`src/include/frame_consts.svh`:
```
`ifndef FRAME_CONSTS_SVH
`define FRAME_CONSTS_SVH

// bits per sample.
`define SAMPLE_WIDTH 16

// samples per frame, a power of two and at least 2.
`define N_SAMPLES 8

`define HALF_SAMPLES (`N_SAMPLES / 2)

`define INDEX_WIDTH $clog2(`N_SAMPLES)

`endif

```
`src/source/frame_pkg.sv`:
```
`default_nettype none

`include "frame_consts.svh"

package frame_pkg;

  // one signed sample as it travels on the streams.
  typedef logic signed [`SAMPLE_WIDTH-1:0] sample_t;

  // a whole frame with index 0 first in stream order.
  typedef sample_t frame_t [`N_SAMPLES];

  // position of a sample inside a frame.
  typedef logic [`INDEX_WIDTH-1:0] index_t;

endpackage

`default_nettype wire

```
`src/source/butterfly_stage.sv`:
```
`timescale 1ns/1ps
`default_nettype none

`include "frame_consts.svh"

module butterfly_stage (
  input  logic              clk,
  input  logic              reset,

  input  frame_pkg::frame_t fd_frame,
  input  logic              fd_val,
  output logic              fd_rdy,

  output frame_pkg::frame_t bf_frame,
  output logic              bf_val,
  input  logic              bf_rdy
);
  import frame_pkg::*;

  frame_t bf_next;
  logic   fd_fire;
  logic   bf_fire;

  assign bf_fire = bf_val && bf_rdy;
  assign fd_rdy  = !bf_val || bf_fire; // refill in the cycle the frame leaves.
  assign fd_fire = fd_val && fd_rdy;

  // sums go to the lower half and differences to the upper half.
  always_comb begin
    for (int i = 0; i < `HALF_SAMPLES; i++) begin
      bf_next[i]                 = fd_frame[i] + fd_frame[i + `HALF_SAMPLES];
      bf_next[i + `HALF_SAMPLES] = fd_frame[i] - fd_frame[i + `HALF_SAMPLES];
    end
  end

  always_ff @(posedge clk) begin
    if (reset) begin
      bf_val <= 1'b0;
    end else if (fd_fire) begin
      bf_val <= 1'b1;
    end else if (bf_fire) begin
      bf_val <= 1'b0;
    end
  end

  always_ff @(posedge clk) begin
    if (fd_fire) begin
      bf_frame <= bf_next; // results wrap at the sample width.
    end
  end

endmodule

`default_nettype wire

```
`src/source/frame_butterfly.sv`:
```
`timescale 1ns/1ps
`default_nettype none

module frame_butterfly (
  input  logic               clk,
  input  logic               reset,

  input  frame_pkg::sample_t in_sample,
  input  logic               in_val,
  output logic               in_rdy,

  output frame_pkg::sample_t out_sample,
  output logic               out_val,
  input  logic               out_rdy
);
  import frame_pkg::*;

  frame_t fd_frame; // gathered input frame.
  logic   fd_val;
  logic   fd_rdy;

  frame_t bf_frame; // sum and difference frame.
  logic   bf_val;
  logic   bf_rdy;

  frame_deserializer i_deser (
    .clk       (clk),
    .reset     (reset),
    .in_sample (in_sample),
    .in_val    (in_val),
    .in_rdy    (in_rdy),
    .fd_frame  (fd_frame),
    .fd_val    (fd_val),
    .fd_rdy    (fd_rdy)
  );

  butterfly_stage i_bfly (
    .clk      (clk),
    .reset    (reset),
    .fd_frame (fd_frame),
    .fd_val   (fd_val),
    .fd_rdy   (fd_rdy),
    .bf_frame (bf_frame),
    .bf_val   (bf_val),
    .bf_rdy   (bf_rdy)
  );

  frame_serializer i_ser (
    .clk        (clk),
    .reset      (reset),
    .bf_frame   (bf_frame),
    .bf_val     (bf_val),
    .bf_rdy     (bf_rdy),
    .out_sample (out_sample),
    .out_val    (out_val),
    .out_rdy    (out_rdy)
  );

endmodule

`default_nettype wire

```
`src/source/frame_deserializer.sv`:
```
`timescale 1ns/1ps
`default_nettype none

`include "frame_consts.svh"

module frame_deserializer (
  input  logic               clk,
  input  logic               reset,

  input  frame_pkg::sample_t in_sample,
  input  logic               in_val,
  output logic               in_rdy,

  output frame_pkg::frame_t  fd_frame,
  output logic               fd_val,
  input  logic               fd_rdy
);
  import frame_pkg::*;

  index_t wr_idx;
  logic   in_fire;
  logic   fd_fire;
  logic   last_slot;

  assign in_rdy    = !fd_val; // no input while a full frame waits.
  assign in_fire   = in_val && in_rdy;
  assign fd_fire   = fd_val && fd_rdy;
  assign last_slot = (wr_idx == index_t'(`N_SAMPLES - 1));

  always_ff @(posedge clk) begin
    if (reset) begin
      wr_idx <= '0;
    end else if (in_fire) begin
      wr_idx <= wr_idx + index_t'(1); // wraps to 0 after the last slot.
    end
  end

  always_ff @(posedge clk) begin
    if (reset) begin
      fd_val <= 1'b0;
    end else if (in_fire && last_slot) begin
      fd_val <= 1'b1;
    end else if (fd_fire) begin
      fd_val <= 1'b0;
    end
  end

  // sample storage, only written while the frame is still open.
  always_ff @(posedge clk) begin
    if (in_fire) begin
      fd_frame[wr_idx] <= in_sample;
    end
  end

endmodule

`default_nettype wire

```
`src/source/frame_serializer.sv`:
```
`timescale 1ns/1ps
`default_nettype none

`include "frame_consts.svh"

module frame_serializer (
  input  logic               clk,
  input  logic               reset,

  input  frame_pkg::frame_t  bf_frame,
  input  logic               bf_val,
  output logic               bf_rdy,

  output frame_pkg::sample_t out_sample,
  output logic               out_val,
  input  logic               out_rdy
);
  import frame_pkg::*;

  frame_t bank;
  index_t mux_sel;
  logic   reg_en;

  for (genvar i = 0; i < `N_SAMPLES; i++) begin : g_bank
    always_ff @(posedge clk) begin
      if (reset) begin
        bank[i] <= '0;
      end else if (reg_en) begin
        bank[i] <= bf_frame[i];
      end
    end
  end

  assign out_sample = bank[mux_sel]; // selected entry of the held frame.

  serializer_control i_ctrl (
    .clk      (clk),
    .reset    (reset),
    .recv_val (bf_val),
    .recv_rdy (bf_rdy),
    .send_val (out_val),
    .send_rdy (out_rdy),
    .mux_sel  (mux_sel),
    .reg_en   (reg_en)
  );

endmodule

`default_nettype wire

```
`src/source/serializer_control.sv`:
```
`timescale 1ns/1ps
`default_nettype none

`include "frame_consts.svh"

module serializer_control (
  input  logic              clk,
  input  logic              reset,

  input  logic              recv_val,
  output logic              recv_rdy,

  output logic              send_val,
  input  logic              send_rdy,

  output frame_pkg::index_t mux_sel,
  output logic              reg_en
);
  import frame_pkg::*;

  typedef enum logic {
    ST_LOAD,
    ST_OUTPUT
  } state_t;

  state_t state;
  state_t state_next;
  index_t mux_sel_next;
  logic   send_fire;
  logic   last_index;

  assign send_fire  = send_val && send_rdy;
  assign last_index = (mux_sel == index_t'(`N_SAMPLES - 1));

  always_comb begin
    state_next   = state;
    mux_sel_next = mux_sel;
    case (state)
      ST_LOAD: begin
        mux_sel_next = '0;
        if (recv_val) begin
          state_next = ST_OUTPUT; // bank captures this frame on the same edge.
        end
      end
      ST_OUTPUT: begin
        if (send_fire) begin
          if (last_index) begin
            state_next   = ST_LOAD;
            mux_sel_next = '0;
          end else begin
            mux_sel_next = mux_sel + index_t'(1);
          end
        end
      end
      default: begin
        state_next   = ST_LOAD;
        mux_sel_next = '0;
      end
    endcase
  end

  // load keeps the bank tracking its input until a frame is taken.
  always_comb begin
    reg_en   = (state == ST_LOAD);
    recv_rdy = (state == ST_LOAD);
    send_val = (state == ST_OUTPUT);
  end

  always_ff @(posedge clk) begin
    if (reset) begin
      state   <= ST_LOAD;
      mux_sel <= '0;
    end else begin
      state   <= state_next;
      mux_sel <= mux_sel_next;
    end
  end

endmodule

`default_nettype wire
```
`config.mk`:
```
export PLATFORM = sky130hd
export DESIGN_NAME = frame_butterfly
export DESIGN_NICKNAME = d
export VERILOG_FILES = /design/src/source/frame_pkg.sv /design/src/source/butterfly_stage.sv /design/src/source/frame_butterfly.sv /design/src/source/frame_deserializer.sv /design/src/source/frame_serializer.sv /design/src/source/serializer_control.sv
export VERILOG_INCLUDE_DIRS = /design/src /design/src/include
export SDC_FILE = /design/constraint.sdc
export NUM_CORES = 1
export LEC_CHECK = 0
export BUFFER_PORTS_ARGS = -buffer_cell sky130_fd_sc_hd__buf_2
export CORE_ASPECT_RATIO = 1.25
export CORE_MARGIN = 2
export CORE_UTILIZATION = 50
export DETAILED_ROUTE_END_ITERATION = 7
export GPL_TIMING_DRIVEN = 1
export PLACE_DENSITY = 0.72
export SYNTH_ARGS = -nofsm -noshare
export SYNTH_HDL_FRONTEND = slang
export SYNTH_SLANG_ARGS = --single-unit
```
`constraint.sdc`:
```
create_clock -name clk -period 14.43 [get_ports clk]
set_input_delay 0.7215 -clock clk [delete_from_list [all_inputs] [get_ports clk]]
set_output_delay 0.7215 -clock clk [all_outputs]
set_load 0.01 [all_outputs]
```
* After elaboration in Yosys (flattened, before gate mapping)
Memories as Yosys holds them, arrays and structs flattened. A register that Yosys moved wholly into a read port is not among the register bits. Cells that the tools add are included.
Storage, ports and cells: bits in registers 265, RAM bits 128, bits of input ports 20, memories 1
Memory list:
- i_ser.bank | words 8, bits a word 16, read ports 1, clocked after Yosys merged registers in 1, wr ports 8, line frame_serializer.sv:20 | frame_t bank;
Cells by class: eq/ne operators 3, $add $sub $neg 10, order comparisons 2, reduce and logical (&&, ||, !) cells 11, bitwise operators 10, multiplexer cells 29
Operator list (number):
- $mux W16 | 9
- $bwmux W128 | 1
- $add A16 B16 Y16 | 4
- $sub A16 B16 Y16 | 4
- $demux W16 S3 | 1
- $mux W1 | 12
- $mux W3 | 4
- $or A1 B1 Y1 | 8
- $add A3 B1 Y3 const B | 2
- $eq A3 B3 Y1 const B | 2
- $logic_and A1 B1 Y1 | 6
- $pmux W3 S2 | 1
- $ge A4 B4 Y1 const B | 1
- $lt A4 B1 Y1 const B | 1
- $not A3 Y4 | 1
- $reduce_bool A2 Y1 | 2
- $logic_not A1 Y1 | 2
- $ne A2 B1 Y1 const B | 1
- $pmux W1 S2 | 1
- $logic_or A1 B1 Y1 | 1
- $not A1 Y1 | 1

* Depth between registers and ports, before layout
depth in word-level cells 6, gate-level depth with buffers 10, mapped depth without buffers 10

* Hierarchy
A second synthesis with hierarchy kept.
Unflattened totals: cell total of the unflattened synthesis 1483, area, all modules 19686.4 um^2
Modules (own cells, without submodules):
- butterfly_stage | instances 1, area each 9586.7 um^2, cells each 973, sequential area each 3743.6 um^2
- frame_serializer | instances 1, area each 5780.5 um^2, cells each 329, sequential area each 3843.7 um^2
- frame_deserializer | instances 1, area each 4127.7 um^2, cells each 162, sequential area each 3923.8 um^2
- serializer_control | instances 1, area each 191.4 um^2, cells each 19, sequential area each 80.1 um^2

* Worst setup path after synthesis
Ideal clock, no wire load.
path type register -> register, start reg i_deser.fd_val, end reg i_bfly.bf_frame[0] (netlist bit), enable pin, clock period less this slack 7.313 ns, cell stages (with the launch flop) 4, data arrival time 6.665 ns, library setup time 0.647 ns, slack 7.117 ns, path buffers 1, path through dfxtp_1 -> clkbuf_1 -> inv_1 -> a21oi_1
Between the ends: word-level cells in the longest chain between the ends 1
Ends and longest elaborated chain:
- from (decl) | line frame_deserializer.sv:15 | output logic fd_val,
- from (signal assigned) | line frame_deserializer.sv:40 | fd_val <= 1'b0;
- from (signal assigned) | line frame_deserializer.sv:42 | fd_val <= 1'b1;
- from (signal assigned) | line frame_deserializer.sv:44 | fd_val <= 1'b0;
- $logic_and A1 B1 Y1 | line butterfly_stage.sv:26 | assign fd_fire = fd_val && fd_rdy;
- named net i_bfly.fd_fire | line butterfly_stage.sv:21 | logic fd_fire;
- to (signal assigned) | line butterfly_stage.sv:48 | bf_frame <= bf_next;
- to (decl) | line butterfly_stage.sv:14 | output frame_pkg::frame_t bf_frame,
The timed path passes the listed nets, and every way through them passes these cells. A chain may end at the register's enable or synchronous reset.

==> flow_summary.html <==
<table>
<tr><th>Metric</th><th>Value</th></tr>
<tr><th colspan="2">Timing</th></tr>
<tr><td>Final worst path period need</td><td>3.40 ns</td></tr>
<tr><td>Final setup TNS</td><td>0 ns</td></tr>
<tr><td>Clock tree skew after final layout</td><td>0.0148 ns</td></tr>
<tr><td>Final max-slew violation count</td><td>0</td></tr>
<tr><td>Achievable Freq</td><td>294 MHz</td></tr>
<tr><td>Worst-Margin Slew</td><td>1.14 ns</td></tr>
<tr><td>Final period util</td><td>23.6%</td></tr>
<tr><td>Max-slew headroom at the worst pin</td><td>23.7%</td></tr>
<tr><td>Hold Fails Final Rpt</td><td>0</td></tr>
<tr><td>Total setup violations reported at the end of the flow</td><td>0</td></tr>
<tr><td>Unrepaired setup endpoints after global routing</td><td>false</td></tr>
<tr><th colspan="2">CTS</th></tr>
<tr><td>Total clock buffers created by CTS</td><td>37</td></tr>
<tr><td>Worst-case clock buffer depth</td><td>3</td></tr>
<tr><td>Clock latency reported for the late side of the worst-skew pair</td><td>0.53 ns</td></tr>
<tr><td>Post-CTS Setup Inserts</td><td>0</td></tr>
<tr><td>Clock tree from TritonCTS</td><td>yes</td></tr>
<tr><td>Clk slew on worst S/H paths</td><td>0.07 ns</td></tr>
<tr><td>Count of H-tree levels built during CTS</td><td>2</td></tr>
<tr><td>Gates resized, CTS repair</td><td>0</td></tr>
<tr><td>Clock root cell</td><td>sky130_fd_sc_hd__clkbuf_16</td></tr>
<tr><td>CTS sink cnt</td><td>388</td></tr>
<tr><td>Number of buffers added to fix hold violations after cts</td><td>0</td></tr>
<tr><th colspan="2">Worst setup path</th></tr>
<tr><td>Maximum fanout encountered on the critical timing path</td><td>31</td></tr>
<tr><td>Endpoint of the most critical register-to-register path</td><td>i_bfly.bf_frame[46]</td></tr>
<tr><td>Nature of the critical path startpoint</td><td>register</td></tr>
<tr><td>Max incr delay on CP</td><td>1.07 ns</td></tr>
<tr><td>Slowest CP cell</td><td>sky130_fd_sc_hd__dfxtp_2</td></tr>
<tr><td>Critical Path End Type</td><td>output pin</td></tr>
<tr><td>Cell-by-cell listing of the critical path</td><td>mux4_2, mux2_2, buf_2</td></tr>
<tr><td>Slack of the worst reg-to-reg path</td><td>11.38 ns</td></tr>
<tr><td>Origin of the critical flop-to-flop path</td><td>i_deser.fd_frame[32]</td></tr>
<tr><td>Worst R2R Path Depth</td><td>9</td></tr>
<tr><td>Category of the most critical setup path</td><td>reg2out</td></tr>
<tr><td>Data arrival time of the worst path</td><td>2.68 ns</td></tr>
<tr><td>Required @ worst endpoint</td><td>13.71 ns</td></tr>
<tr><th colspan="2">Yosys</th></tr>
<tr><td>Sequential area share after synthesis</td><td>59.9%</td></tr>
<tr><td>Netlist Area Pre-Place</td><td>0.0193 mm2</td></tr>
<tr><td>Total of warnings raised by yosys</td><td>0</td></tr>
<tr><td>Async set or reset register ratio after synthesis</td><td>0%</td></tr>
<tr><td>Number of synthesized flops with an enable pin</td><td>376</td></tr>
<tr><td>Number of unique standard cell types used by synthesis</td><td>63</td></tr>
<tr><td>Commonest register cell after synthesis</td><td>sky130_fd_sc_hd__edfxtp_1</td></tr>
<tr><td>Post-Synthesis Cells</td><td>1455</td></tr>
<tr><td>Synth Net Count</td><td>1607</td></tr>
<tr><td>FF+latch count, synth</td><td>388</td></tr>
<tr><td>Synthesized area per cell</td><td>13.2 um2</td></tr>
<tr><th colspan="2">Placement</th></tr>
<tr><td>Placer congestion estimate</td><td>0.849</td></tr>
<tr><td>Sum of net half-perimeters after detailed placement</td><td>27.6 mm</td></tr>
<tr><td>Number of buffers added on ports</td><td>37</td></tr>
<tr><th colspan="2">Die</th></tr>
<tr><td>Placeable core region</td><td>0.0380 mm2</td></tr>
<tr><td>Vertical extent of the die</td><td>223 um</td></tr>
<tr><td>I/O pin total</td><td>38</td></tr>
<tr><td>Placement Rows</td><td>80</td></tr>
<tr><td>Initial core utilization</td><td>50.6%</td></tr>
<tr><td>Total Die Area</td><td>0.0401 mm2</td></tr>
<tr><td>Horiz. Die Dim</td><td>180 um</td></tr>
<tr><th colspan="2">Cells and area</th></tr>
<tr><td>Highest-count cells in the layout ignoring fill and taps</td><td>sky130_fd_sc_hd__edfxtp_1 (376), sky130_fd_sc_hd__and2_1 (125), sky130_fd_sc_hd__ha_1 (124)</td></tr>
<tr><td>Area grow syn2layout</td><td>10.2%</td></tr>
<tr><td>Share of cells above drive strength 1</td><td>11.6%</td></tr>
<tr><td>Most common cell after layout, fill and taps aside</td><td>sky130_fd_sc_hd__edfxtp_1</td></tr>
<tr><td>Net count, final</td><td>1635</td></tr>
<tr><td>Fillcell total</td><td>3085</td></tr>
<tr><td>Diode insertion count for antenna repair</td><td>0</td></tr>
<tr><th colspan="2">Detailed routing</th></tr>
<tr><td>Final wirelength</td><td>37.5 mm</td></tr>
<tr><td>Antenna-violating nets left</td><td>0</td></tr>
<tr><td>DRC errors left</td><td>0</td></tr>
<tr><td>Routed WL per cell</td><td>18.7 um</td></tr>
<tr><td>Iter 0 DRT Violations</td><td>879</td></tr>
<tr><td>Detail-routed via count per cell</td><td>5.44</td></tr>
<tr><td>Vias after detailed routing</td><td>10900</td></tr>
<tr><td>Number of detailed-routing iterations run before antenna repair</td><td>5</td></tr>
<tr><th colspan="2">Power</th></tr>
<tr><td>Max VDD drop</td><td>80.2 uV</td></tr>
<tr><td>Final Power</td><td>2.38 mW</td></tr>
<tr><td>Power density cells</td><td>112 mW/mm2</td></tr>
<tr><td>Static power due to leakage</td><td>8.06 nW</td></tr>
<tr><th colspan="2">Status</th></tr>
<tr><td>Result of the run</td><td>finished, final reports clean</td></tr>
<tr><th colspan="2">Global routing</th></tr>
<tr><td>Global-route wire length before repair</td><td>58.7 mm</td></tr>
<tr><td>Leftover overflow at the end of global routing</td><td>0</td></tr>
<tr><td>Number of global-route vias before repair</td><td>10800</td></tr>
<tr><td>Total Routing Usage GR</td><td>18.8%</td></tr>
<tr><td>Maximum number of pins on one net before global-route repair</td><td>125</td></tr>
<tr><td>Initial antenna violation count</td><td>2</td></tr>
<tr><th colspan="2">Worst hold path</th></tr>
<tr><td>Hold depth</td><td>2</td></tr>
<tr><td>End point of the most critical hold path</td><td>i_deser.fd_val</td></tr>
<tr><td>HP Class</td><td>in2reg</td></tr>
<tr><td>Start point of the worst min-delay path</td><td>reset</td></tr>
<tr><th colspan="2">Job</th></tr>
<tr><td>Maxcap violations</td><td>0</td></tr>
</table>
[worst max path at each step]
stage | start | end | slack [ns] | cells after the start
floorplan | i_deser.fd_val | i_bfly.bf_frame[0] | 7.12 | 3
global placement | i_deser.fd_frame[33] | i_bfly.bf_frame[43] | 11.50 | 8
detailed placement | i_deser.fd_frame[1] | i_bfly.bf_frame[79] | 11.40 | 9
CTS | register | out_sample[15] | 10.92 | 3
global route | register | out_sample[15] | 10.83 | 3
finish | register | out_sample[13] | 11.03 | 3
[Yosys cell counts, drive strengths merged, types with 4 or more instances]
cell type | number | area (um2)
edfxtp | 376 | 11300
and2 | 125 | 782
ha | 124 | 1550
inv | 115 | 432
nor2 | 97 | 364
a21oi | 87 | 435
xnor2 | 84 | 736
clkbuf | 54 | 203
o21ai | 39 | 199
mux4 | 31 | 698
nand2b | 24 | 150
nor3 | 23 | 115
nand2 | 21 | 78.8
nor2b | 19 | 126
nand3 | 17 | 85.1
o21bai | 17 | 128
xor2 | 17 | 149
o21a | 16 | 120
mux2 | 15 | 169
dfxtp | 12 | 240
fa | 8 | 160
o31a | 8 | 70.1
o31ai | 8 | 60.1
a21o | 7 | 52.6
buf | 6 | 25.0
or3 | 6 | 37.5
a211oi | 5 | 37.5
a21boi | 5 | 37.5
mux2i | 5 | 50.1
nand4 | 5 | 31.3
nor4 | 5 | 31.3
o22ai | 5 | 31.3
o311ai | 5 | 43.8
a311oi | 4 | 41.3
a31oi | 4 | 25.0
and3 | 4 | 25.0
nand3b | 4 | 30.0
o211ai | 4 | 30.0
or2 | 4 | 25.0
or4 | 4 | 30.0
[routing by layer]
layer  part of all wire (%)  up-vias  global-route usage, %
met5                      0        -                      0
met4                    2.1        0                   5.25
met3                    5.0       55                   2.19
met2                     48      264                   31.2
met1                     44     5282                   26.2
li1                       -     5287                      -
[per-stage QoR]
| stage | hold WS (ns) | instances | setup WS, ns | util, % | instance area (um2) |
|---|---|---|---|---|---|
| 3_3_place_gp | 0.499 | 1936 | 11.50 | 52.5 | 20000 |
| 2_1_floorplan | 0.479 | 1455 | 7.12 | - | 19300 |
| 3_5_place_dp | 0.501 | 1936 | 11.40 | 52.5 | 20000 |
| 5_1_grt | 0.472 | 2001 | 10.83 | 55.8 | 21200 |
| 4_1_cts | 0.453 | 2001 | 10.92 | 55.8 | 21200 |
| 6_report | 0.480 | 2001 | 11.03 | 55.8 | 21200 |
[layout make-up]
| class | count | area (um2) | share of cell area, % |
|---|---|---|---|
| Sequential cell | 388 | 11500 | 54.3 |
| Multi-Input combinational cell | 892 | 7130 | 33.6 |
| Clock buffer | 43 | 991 | 4.67 |
| Tap cell | 492 | 616 | 2.90 |
| Inverter | 115 | 432 | 2.03 |
| Timing Repair Buffer | 49 | 275 | 1.30 |
| Clock inverter | 22 | 253 | 1.19 |
[state kept, by name (all words and copies together), names as in the netlist, named ones only]
signal	flops
i_ser.i_ctrl.send_val	1
i_bfly.bf_frame	124
i_bfly.bf_val	1
i_ser.i_ctrl.mux_sel	3
i_deser.fd_val	1
i_deser.fd_frame	128
i_ser.bank	124
i_deser.wr_idx	3
[worst max-delay path: cells and delay by family (launching register included)]
family	cells	cell delay, ns
flops	1	1.07
buf+inv	1	0.14
mux	2	0.90
[power breakdown]
group          internal, mW  switching, mW  leakage, nW
clock                 0.584          0.397        0.615
sequential             1.25        0.00857         3.81
combinational        0.0541         0.0800         3.64
[kinds of logic after synthesis]
| group | Yosys count | synth area share, % |
|---|---|---|
| compound gates | 241 | 8.12 |
| xor+xnor | 101 | 4.59 |
| fa+ha+maj | 132 | 8.89 |
| buf+inv | 175 | 3.42 |
| flops | 388 | 59.9 |
| mux | 51 | 4.76 |
| simple gates | 367 | 10.3 |
No activity file was read; power rests on OpenSTA's default activity.
